## config.mk

```make
export PLATFORM = sky130hd
export DESIGN_NAME = apb_gray_fifo
export DESIGN_NICKNAME = d
export VERILOG_FILES = /design/src/source/gray_pkg.sv /design/src/source/gray_wrapping_counter.sv /design/src/source/fifo_storage.sv /design/src/source/fifo_occupancy.sv /design/src/source/apb_fifo_regs.sv /design/src/source/apb_gray_fifo.sv
export SDC_FILE = /design/constraint.sdc
export NUM_CORES = 1
export LEC_CHECK = 0
export ABC_CLOCK_PERIOD_IN_PS = 4600
export BUFFER_PORTS_ARGS = -buffer_cell sky130_fd_sc_hd__buf_2
export CAP_MARGIN = 20
export CORE_ASPECT_RATIO = 2
export CORE_MARGIN = 10
export CORE_UTILIZATION = 48
export DETAILED_ROUTE_END_ITERATION = 8
export PLACE_DENSITY = 0.64
export SLEW_MARGIN = 20
export SYNTH_ARGS = -nofsm -noshare
export SYNTH_HDL_FRONTEND = slang
export SYNTH_SLANG_ARGS = --single-unit
export TNS_END_PERCENT = 10
```

## constraint.sdc

```tcl
create_clock -name clock -period 4.6 [get_ports clock]
set_input_delay 0 -clock clock [delete_from_list [all_inputs] [get_ports clock]]
set_output_delay 0 -clock clock [all_outputs]
set_load 0.03 [all_outputs]
```

## src/source/gray_pkg.sv

```systemverilog
package gray_pkg;

  // Widest pointer code the helper functions handle
  localparam int code_width = 16;

  typedef logic [code_width-1:0] code_t;

  // APB register offsets
  localparam logic [3:0] data_offset    = 4'h0;
  localparam logic [3:0] status_offset  = 4'h4;
  localparam logic [3:0] control_offset = 4'h8;
  localparam logic [3:0] pointer_offset = 4'hC;

  // Status register fields
  localparam int status_level_lsb     = 0;
  localparam int status_level_msb     = 7;
  localparam int status_empty_bit     = 8;
  localparam int status_full_bit      = 9;
  localparam int status_overflow_bit  = 10;
  localparam int status_underflow_bit = 11;

  // Pointer width for a FIFO of the given depth, counting over twice the depth
  function automatic int pointer_width(input int depth);
    return $clog2(2 * depth);
  endfunction

  // Shift that centres an even range inside the power-of-two code space,
  // so the code is symmetric and the wrap changes a single bit
  function automatic code_t gray_offset(input int range);
    int width;
    width = $clog2(range);
    return code_t'(((1 << width) - range) / 2);
  endfunction

  // Gray code of a count in [0, range-1], range even
  function automatic code_t binary_to_gray(input code_t count, input int range);
    code_t shifted;
    shifted = count + gray_offset(range);
    return shifted ^ (shifted >> 1);
  endfunction

  // Inverse of binary_to_gray for the same range
  function automatic code_t gray_to_binary(input code_t gray, input int range);
    code_t binary;
    binary = '0;
    binary[code_width-1] = gray[code_width-1];
    // Prefix XOR from the top bit down
    for (int i = code_width - 2; i >= 0; i--) begin
      binary[i] = binary[i+1] ^ gray[i];
    end
    return binary - gray_offset(range);
  endfunction

endpackage

```

## src/source/gray_wrapping_counter.sv

```systemverilog
module gray_wrapping_counter #(
  parameter  int range = 12,
  localparam int width = gray_pkg::pointer_width(range / 2)
) (
  input  logic             clock,
  input  logic             resetn,
  input  logic             load_enable,
  input  logic [width-1:0] load_count,
  input  logic             increment,
  output logic [width-1:0] count_gray,
  output logic [width-1:0] count_binary
);

  // Last value before the count wraps back to zero
  localparam logic [width-1:0] last_count = width'(range - 1);

  // Gray value held while in reset
  localparam gray_pkg::code_t reset_gray = gray_pkg::binary_to_gray('0, range);

  logic [width-1:0] next_binary;
  gray_pkg::code_t  next_gray;

  // Next binary count
  // Load takes priority over increment
  always_comb begin
    if (load_enable) begin
      next_binary = load_count;
    end else if (increment) begin
      if (count_binary == last_count) begin
        next_binary = '0;
      end else begin
        next_binary = count_binary + 1'b1;
      end
    end else begin
      next_binary = count_binary;
    end
  end

  // Gray copy follows the binary count through the shared encoder
  assign next_gray = gray_pkg::binary_to_gray(gray_pkg::code_t'(next_binary), range);

  // Both copies are registered side by side
  always_ff @(posedge clock or negedge resetn) begin
    if (!resetn) begin
      count_binary <= '0;
      count_gray   <= reset_gray[width-1:0];
    end else begin
      count_binary <= next_binary;
      count_gray   <= next_gray[width-1:0];
    end
  end

  // The centred code only stays cyclic for an even range
  range_even: assert property (
    @(posedge clock) disable iff (!resetn)
    (range % 2) == 0
  ) else $error("gray_wrapping_counter: range %0d is odd", range);

  // Binary count never leaves the wrapping range
  count_in_range: assert property (
    @(posedge clock) disable iff (!resetn)
    count_binary <= last_count
  ) else $error("gray_wrapping_counter: count %0d out of range", count_binary);

  // One step of the counter flips exactly one Gray bit, wrap included
  gray_single_step: assert property (
    @(posedge clock) disable iff (!resetn)
    increment && !load_enable |=> $countones(count_gray ^ $past(count_gray)) == 1
  ) else $error("gray_wrapping_counter: Gray step changed more than one bit");

endmodule

```

## src/source/fifo_storage.sv

```systemverilog
module fifo_storage #(
  parameter  int depth         = 6,
  parameter  int data_width    = 16,
  localparam int pointer_width = gray_pkg::pointer_width(depth),
  localparam int address_width = pointer_width - 1
) (
  input  logic                     clock,
  input  logic                     resetn,
  input  logic                     write_enable,
  input  logic [pointer_width-1:0] write_pointer,
  input  logic [data_width-1:0]    write_data,
  input  logic                     read_enable,
  input  logic [pointer_width-1:0] read_pointer,
  output logic [data_width-1:0]    read_data
);

  localparam logic [pointer_width-1:0] depth_value = pointer_width'(depth);

  logic [data_width-1:0]    memory [depth];
  logic [pointer_width-1:0] write_index;
  logic [pointer_width-1:0] read_index;

  // Pointers run over twice the depth, fold them onto the array
  assign write_index = (write_pointer >= depth_value) ? write_pointer - depth_value
                                                      : write_pointer;
  assign read_index  = (read_pointer >= depth_value) ? read_pointer - depth_value
                                                     : read_pointer;

  always_ff @(posedge clock) begin
    if (write_enable) begin
      memory[write_index[address_width-1:0]] <= write_data;
    end
    // Head word captured at the same edge the read pointer advances
    if (read_enable) begin
      read_data <= memory[read_index[address_width-1:0]];
    end
  end

  // Same slot read and written at once means full and empty together
  no_slot_collision: assert property (
    @(posedge clock) disable iff (!resetn)
    !(write_enable && read_enable && write_index == read_index)
  ) else $error("fifo_storage: read and write hit slot %0d together", write_index);

endmodule

```

## src/source/fifo_occupancy.sv

```systemverilog
module fifo_occupancy #(
  parameter  int depth         = 6,
  localparam int pointer_width = gray_pkg::pointer_width(depth)
) (
  input  logic [pointer_width-1:0] write_gray,
  input  logic [pointer_width-1:0] read_gray,
  output logic [pointer_width-1:0] level,
  output logic                     empty,
  output logic                     full
);

  // Pointer range, one bit wider so a power-of-two range still fits
  localparam logic [pointer_width:0] range_value = (pointer_width + 1)'(2 * depth);

  gray_pkg::code_t        write_decoded;
  gray_pkg::code_t        read_decoded;
  logic [pointer_width:0] write_binary;
  logic [pointer_width:0] read_binary;
  logic [pointer_width:0] difference;

  assign write_decoded = gray_pkg::gray_to_binary(gray_pkg::code_t'(write_gray), 2 * depth);
  assign read_decoded  = gray_pkg::gray_to_binary(gray_pkg::code_t'(read_gray), 2 * depth);

  assign write_binary = {1'b0, write_decoded[pointer_width-1:0]};
  assign read_binary  = {1'b0, read_decoded[pointer_width-1:0]};

  // Distance from read to write modulo the pointer range
  always_comb begin
    if (write_binary >= read_binary) begin
      difference = write_binary - read_binary;
    end else begin
      difference = write_binary + range_value - read_binary;
    end
  end

  assign level = difference[pointer_width-1:0];
  assign empty = level == '0;
  assign full  = level == pointer_width'(depth);

  // Pointers more than depth apart mean a push was let through while full
  always_comb begin
    level_bounded: assert ($isunknown(difference) || difference <= depth)
      else $error("fifo_occupancy: level %0d above depth %0d", difference, depth);
  end

endmodule

```

## src/source/apb_fifo_regs.sv

```systemverilog
module apb_fifo_regs #(
  parameter  int depth         = 6,
  parameter  int data_width    = 16,
  localparam int pointer_width = gray_pkg::pointer_width(depth)
) (
  input  logic                     clock,
  input  logic                     resetn,
  // APB slave
  input  logic                     psel,
  input  logic                     penable,
  input  logic                     pwrite,
  input  logic [3:0]               paddr,
  input  logic [31:0]              pwdata,
  output logic [31:0]              prdata,
  output logic                     pready,
  output logic                     pslverr,
  // FIFO control
  output logic                     push,
  output logic                     pop,
  output logic                     clear,
  output logic [data_width-1:0]    write_data,
  input  logic [data_width-1:0]    read_data,
  // FIFO state
  input  logic [pointer_width-1:0] level,
  input  logic                     empty,
  input  logic                     full,
  input  logic [pointer_width-1:0] write_gray,
  input  logic [pointer_width-1:0] read_gray
);

  logic        access;
  logic        mapped;
  logic        data_write;
  logic        data_read;
  logic        read_first;
  logic        read_pending;
  logic        read_refused;
  logic        overflow;
  logic        underflow;
  logic [31:0] status_word;
  logic [31:0] pointer_word;

  assign access = psel && penable;

  // Only word-aligned offsets are mapped
  assign mapped     = paddr[1:0] == 2'b00;
  assign data_write = access && pwrite && paddr == gray_pkg::data_offset;
  assign data_read  = access && !pwrite && paddr == gray_pkg::data_offset;

  // First access cycle of a data read pops the head word
  assign read_first = data_read && !read_pending;

  // Data reads take one wait state and everything else completes at once
  assign pready = access && (!data_read || read_pending);

  assign push  = data_write && !full;
  assign pop   = read_first && !empty;
  assign clear = access && pwrite && paddr == gray_pkg::control_offset;

  assign pslverr = pready && (!mapped || (data_write && full) || (data_read && read_refused));

  assign write_data = pwdata[data_width-1:0];

  // Wait state tracking and sticky errors
  always_ff @(posedge clock or negedge resetn) begin
    if (!resetn) begin
      read_pending <= 1'b0;
      read_refused <= 1'b0;
      overflow     <= 1'b0;
      underflow    <= 1'b0;
    end else begin
      read_pending <= read_first;
      if (read_first) begin
        read_refused <= empty;
      end
      if (clear) begin
        overflow  <= 1'b0;
        underflow <= 1'b0;
      end else begin
        if (data_write && full) begin
          overflow <= 1'b1;
        end
        if (read_first && empty) begin
          underflow <= 1'b1;
        end
      end
    end
  end

  always_comb begin
    status_word = '0;
    status_word[gray_pkg::status_level_msb:gray_pkg::status_level_lsb] = 8'(level);
    status_word[gray_pkg::status_empty_bit]     = empty;
    status_word[gray_pkg::status_full_bit]      = full;
    status_word[gray_pkg::status_overflow_bit]  = overflow;
    status_word[gray_pkg::status_underflow_bit] = underflow;
  end

  // Write pointer in the low byte and read pointer in the next byte
  always_comb begin
    pointer_word        = '0;
    pointer_word[7:0]   = 8'(write_gray);
    pointer_word[15:8]  = 8'(read_gray);
  end

  // Read data mux where control reads back as zero
  always_comb begin
    prdata = '0;
    case (paddr)
      gray_pkg::data_offset:    prdata[data_width-1:0] = read_data;
      gray_pkg::status_offset:  prdata = status_word;
      gray_pkg::pointer_offset: prdata = pointer_word;
      default:                  prdata = '0;
    endcase
  end

  // Each push or pop moves the level by one on the next cycle
  level_steps_by_one: assert property (
    @(posedge clock) disable iff (!resetn)
    push || pop |=> level == ($past(push) ? $past(level) + 1'b1 : $past(level) - 1'b1)
  ) else $error("apb_fifo_regs: level did not follow a push or pop");

  // A data read stays on the bus through its wait state so the popped word reaches prdata
  read_held_in_wait: assert property (
    @(posedge clock) disable iff (!resetn)
    data_read && !pready |=> psel && penable && !pwrite && paddr == gray_pkg::data_offset
  ) else $error("apb_fifo_regs: data read dropped during its wait state");

endmodule

```

## src/source/apb_gray_fifo.sv

```systemverilog
module apb_gray_fifo #(
  parameter int depth      = 6,
  parameter int data_width = 16
) (
  input  logic        clock,
  input  logic        resetn,
  input  logic        psel,
  input  logic        penable,
  input  logic        pwrite,
  input  logic [3:0]  paddr,
  input  logic [31:0] pwdata,
  output logic [31:0] prdata,
  output logic        pready,
  output logic        pslverr
);

  localparam int pointer_width = gray_pkg::pointer_width(depth);

  logic                     push;
  logic                     pop;
  logic                     clear;
  logic [data_width-1:0]    write_data;
  logic [data_width-1:0]    read_data;
  logic [pointer_width-1:0] level;
  logic                     empty;
  logic                     full;
  logic [pointer_width-1:0] write_gray;
  logic [pointer_width-1:0] read_gray;
  logic [pointer_width-1:0] write_binary;
  logic [pointer_width-1:0] read_binary;

  apb_fifo_regs #(
    .depth      (depth),
    .data_width (data_width)
  ) u_apb_fifo_regs (
    .clock      (clock),
    .resetn     (resetn),
    .psel       (psel),
    .penable    (penable),
    .pwrite     (pwrite),
    .paddr      (paddr),
    .pwdata     (pwdata),
    .prdata     (prdata),
    .pready     (pready),
    .pslverr    (pslverr),
    .push       (push),
    .pop        (pop),
    .clear      (clear),
    .write_data (write_data),
    .read_data  (read_data),
    .level      (level),
    .empty      (empty),
    .full       (full),
    .write_gray (write_gray),
    .read_gray  (read_gray)
  );

  // Clear reloads both pointers with zero
  gray_wrapping_counter #(
    .range (2 * depth)
  ) write_pointer_counter (
    .clock        (clock),
    .resetn       (resetn),
    .load_enable  (clear),
    .load_count   ('0),
    .increment    (push),
    .count_gray   (write_gray),
    .count_binary (write_binary)
  );

  gray_wrapping_counter #(
    .range (2 * depth)
  ) read_pointer_counter (
    .clock        (clock),
    .resetn       (resetn),
    .load_enable  (clear),
    .load_count   ('0),
    .increment    (pop),
    .count_gray   (read_gray),
    .count_binary (read_binary)
  );

  fifo_storage #(
    .depth      (depth),
    .data_width (data_width)
  ) u_fifo_storage (
    .clock         (clock),
    .resetn        (resetn),
    .write_enable  (push),
    .write_pointer (write_binary),
    .write_data    (write_data),
    .read_enable   (pop),
    .read_pointer  (read_binary),
    .read_data     (read_data)
  );

  fifo_occupancy #(
    .depth (depth)
  ) u_fifo_occupancy (
    .write_gray (write_gray),
    .read_gray  (read_gray),
    .level      (level),
    .empty      (empty),
    .full       (full)
  );

endmodule

```

==> implementation parameters <==
Parameter                              Value

Flow run
  # Max-Cap Violations ... 0

Clocking
  H-tree level count ... 4
  # clock sinks ... 132
  Post-CTS setup repair buffer count ... 0
  Number of clock buffers inserted by TritonCTS ... 17
  Root buf cell ... sky130_fd_sc_hd__clkbuf_16
  Skew-Pair Late Insertion Delay ... 410 ps
  CTS tree ... yes
  Cts repair resizes ... 0
  Clock-pin slew reported for the worst setup and hold paths after clock tree synthesis ... 60 ps
  CTS Buffer Depth ... 2

Finish
  Core Util, Final ... 57.86%
  Most frequent cells in the layout ... sky130_fd_sc_hd__edfxtp_1 (112), sky130_fd_sc_hd__buf_2 (42), sky130_fd_sc_hd__nor2_1 (33)
  Fill count ... 1024
  Post-synthesis to final-layout area growth ... 19.02%
  Layout cell share with drive strength beyond 1 ... 23.26%
  Final #Nets ... 561
  Most common cell after layout, fill and taps aside ... sky130_fd_sc_hd__edfxtp_1
  Diode count ... 0

Floorplanning
  Initial core utilization ... 48.61%
  Core ar. ... 12550 sq um
  Die X ... 99.74 microns
  Placement row count ... 58
  DIE HEIGHT ... 179.5 microns
  Die Outline Area ... 17900 sq um
  Top-level I/O count ... 75

Timing
  Fin Setup TNS ... 0 ps
  Worst hold slack ... 44.17 ps
  Highest clock rate ... 0.2320 GHz
  Unrepaired setup endpoints after global routing ... false
  Count of final hold-check violations ... 0
  Min Tclk post-route ... 4310 ps
  Final number of max-transition violations ... 0
  Worst Setup Slack, final ... 290.5 ps
  Period utilisation layout ... 93.68%
  Worst Tran Pin Value ... 660.7 ps
  Setup skew after layout ... 11.45 ps
  Setup violations, final ... 0
  Worst slew slack as a fraction of its limit ... 55.95%

Power
  Combinational power share ... 40.4%
  Internal power contribution ... 3.002 mW
  Clock network fraction of design power ... 28.1%
  Overall Power ... 4.662 mW
  Sequential share of power ... 31.5%
  Reported net switching power ... 1.660 mW
  Power density of the placed cells ... 641.8 nW/um^2
  Switching share of total power ... 35.61%
  Static leakage ... 2.822 nW
  IR Drop Worst-Case VDD ... 752.2 uV

Critical path
  Data required time of the critical path ... 4930 ps
  Crit Path Max Fanout ... 9
  Kind of end point of the critical path ... register
  Crit Path Category ... reg -> reg
  Critical path data arrival time ... 4640 ps
  Startpoint types ... register

Synthesis
  Yosys warning total ... 0
  Portion of synthesized cell area occupied by the leading cell type ... 55.10%
  Area of the mapped netlist ... 6103 sq um
  Xor/xnor cell area share of the yosys netlist ... 2.665%
  Fraction of synthesis flops using an asynchronous set or reset pin ... 15.15%
  Synthesized area per cell ... 14.26 sq um
  Gate count of the mapped netlist ... 428
  Mux cell area share after synthesis ... 10.43%
  Synth Area in Compound Gates ... 7.749%
  Ys flop type ... sky130_fd_sc_hd__edfxtp_1
  Post-synthesis sequential area ratio ... 63.39%
  Library cell occupying the most area in the post-synthesis netlist ... sky130_fd_sc_hd__edfxtp_1
  Largest family of logic cells by synthesized area ... multiplexers
  Top post-synthesis cells by area ... sky130_fd_sc_hd__edfxtp_1 (55%), sky130_fd_sc_hd__dfrtp_1 (6.6%), sky130_fd_sc_hd__mux4_2 (5.9%)
  EDFF count, synth ... 112
  Adder and majority gate portion of the synthesized area ... 3.854%
  Netlist cell types ... 55
  Simple-gate area share of the yosys netlist ... 7.749%
  Synth Register Bits ... 132

Global route
  Global Route Usage Sum ... 14.14%
  Pin count of the biggest net entering global routing ... 39
  Number of antenna violations at the first check in global routing ... 0
  Residual overflow from global routing ... 0
  Number of global-route vias before repair ... 3775
  First-pass GRT wire length ... 19820 microns

Drt
  Final antenna-violating net count ... 0
  Detailed router's first-iteration violation count ... 199
  Via density ... 5.390
  Total DRC errors in the routed layout ... 0
  Total vias in the final route ... 3590
  First-pass iteration count of the detailed router ... 4
  Per-cell routed wire length ... 18.08 microns
  Final wirelength ... 12040 microns

Place
  Pre-CTS setup slack ... 270.9 ps
  Port buffer count ... 42
  Routability Congestion ... 0.8399
  Post-detail-place hpwl ... 8372 microns

Worst hold path
  Kind of path behind the tightest hold check ... in -> reg

Outcome
  Outcome ... finished, final reports clean
==> sequential cells by signal, indices dropped and copies added (netlist names) <==
name,flops
write_pointer_counter.count_binary,4
read_pointer_counter.count_gray,4
u_fifo_storage.memory,96
u_fifo_storage.read_data,16
read_pointer_counter.count_binary,4
u_apb_fifo_regs.overflow,1
write_pointer_counter.count_gray,4
u_apb_fifo_regs.read_pending,1
u_apb_fifo_regs.read_refused,1
u_apb_fifo_regs.underflow,1
==> routing by layer <==
layer | global-route usage, % | up-vias | routed length (microns)
li1 | - | 1728 | -
met1 | 14.19 | 1788 | 4440
met2 | 26.11 | 59 | 6925
met3 | 3.955 | 15 | 409
met4 | 5.533 | 0 | 268
met5 | 0 | - | 0
==> power by group through the flow <==
stage / Combinational (mW) / Sequential, mW / Clock, mW
global placement: 1.86 / 1.49 / 0
floorplan: 1.47 / 1.46 / 0
global route: 2.10 / 1.48 / 1.39
CTS: 1.91 / 1.47 / 1.34
detailed placement: 1.88 / 1.49 / 0
finish: 1.89 / 1.47 / 1.31
==> synthesized netlist by cell type, types with 3 or more instances <==
cell and count:
sky130_fd_sc_hd__edfxtp_1 112, sky130_fd_sc_hd__o211ai_1 3, sky130_fd_sc_hd__dfrtp_1 16, sky130_fd_sc_hd__fa_1 3, sky130_fd_sc_hd__nor2_1 33, sky130_fd_sc_hd__o311ai_0 3
sky130_fd_sc_hd__dfstp_2 4, sky130_fd_sc_hd__a211oi_1 3, sky130_fd_sc_hd__mux4_2 16, sky130_fd_sc_hd__o21ai_0 20, sky130_fd_sc_hd__buf_4 16, sky130_fd_sc_hd__nor2b_1 3
sky130_fd_sc_hd__a31oi_1 3, sky130_fd_sc_hd__and2_1 9, sky130_fd_sc_hd__ha_1 14, sky130_fd_sc_hd__clkbuf_1 14, sky130_fd_sc_hd__a21oi_1 22, sky130_fd_sc_hd__xor2_1 4
sky130_fd_sc_hd__nor3_1 11, sky130_fd_sc_hd__mux2i_1 25, sky130_fd_sc_hd__inv_1 14, sky130_fd_sc_hd__xnor2_1 12, sky130_fd_sc_hd__nand2_1 27, sky130_fd_sc_hd__nand3_1 3
==> critical path, stage by stage, from the launching register on <==
cell                       delay (ps)
sky130_fd_sc_hd__dfstp_2          610
sky130_fd_sc_hd__xor2_1           190
sky130_fd_sc_hd__xnor2_1          120
sky130_fd_sc_hd__xnor2_1          350
sky130_fd_sc_hd__ha_1             270
sky130_fd_sc_hd__inv_1             60
sky130_fd_sc_hd__ha_1             190
sky130_fd_sc_hd__inv_1             70
sky130_fd_sc_hd__fa_1             420
sky130_fd_sc_hd__mux2_4           340
sky130_fd_sc_hd__o311ai_0         520
sky130_fd_sc_hd__mux2i_1          350
sky130_fd_sc_hd__nor2_1            70
sky130_fd_sc_hd__ha_1             340
sky130_fd_sc_hd__xnor2_1          210
sky130_fd_sc_hd__xnor2_1          130
==> path summary, 6_finish.rpt <==
kind,slack [ps],cells past startpoint,startpoint,end
max,290,15,read_pointer_counter.count_gray[1],write_pointer_counter.count_gray[2]
max in group asynchronous,4140,2,resetn,read_pointer_counter.count_binary[0]
max reg2reg,290,15,read_pointer_counter.count_gray[1],write_pointer_counter.count_gray[2]
min,40,3,psel,u_apb_fifo_regs.read_refused
min in group asynchronous,90,2,resetn,write_pointer_counter.count_gray[2]
min reg2reg,500,1,u_apb_fifo_regs.read_refused,u_apb_fifo_regs.read_refused
==> layout make-up <==
type                            count  area [sq um]  area share [%]
Clock buffer                       18         429.2           5.908
Clock inverter                     14         152.6           2.101
Inverter                           14         52.55          0.7234
Multi-Input combinational cell    263          2067           28.45
Sequential cell                   132          3870           53.27
Tap cell                          150         187.7           2.584
Timing Repair Buffer               75         505.5           6.958
==> cells by family after synthesis <==
kind of cell | count (synthesis)
flip-flops | 132
AND/OR/NAND/NOR | 100
AO/OA/AOI/OAI | 70
buffers and inverters | 48
multiplexers | 43
adder cells (fa/ha/maj) | 17
XOR/XNOR | 17
other | 1
==> repair_timing <==
action	CTS	global route
endpoints found under the setup margin	0	0
hold buffers	19	0
hold endpoints to repair	117	0
==> metrics by stage <==
step                std cells  cell area [sq um]
global placement          615               6485
detailed placement        615               6485
floorplan                 443               6160
CTS                       666               7257
global route              666               7264
finish                    666               7264
Power figures use the tool's default switching activity.
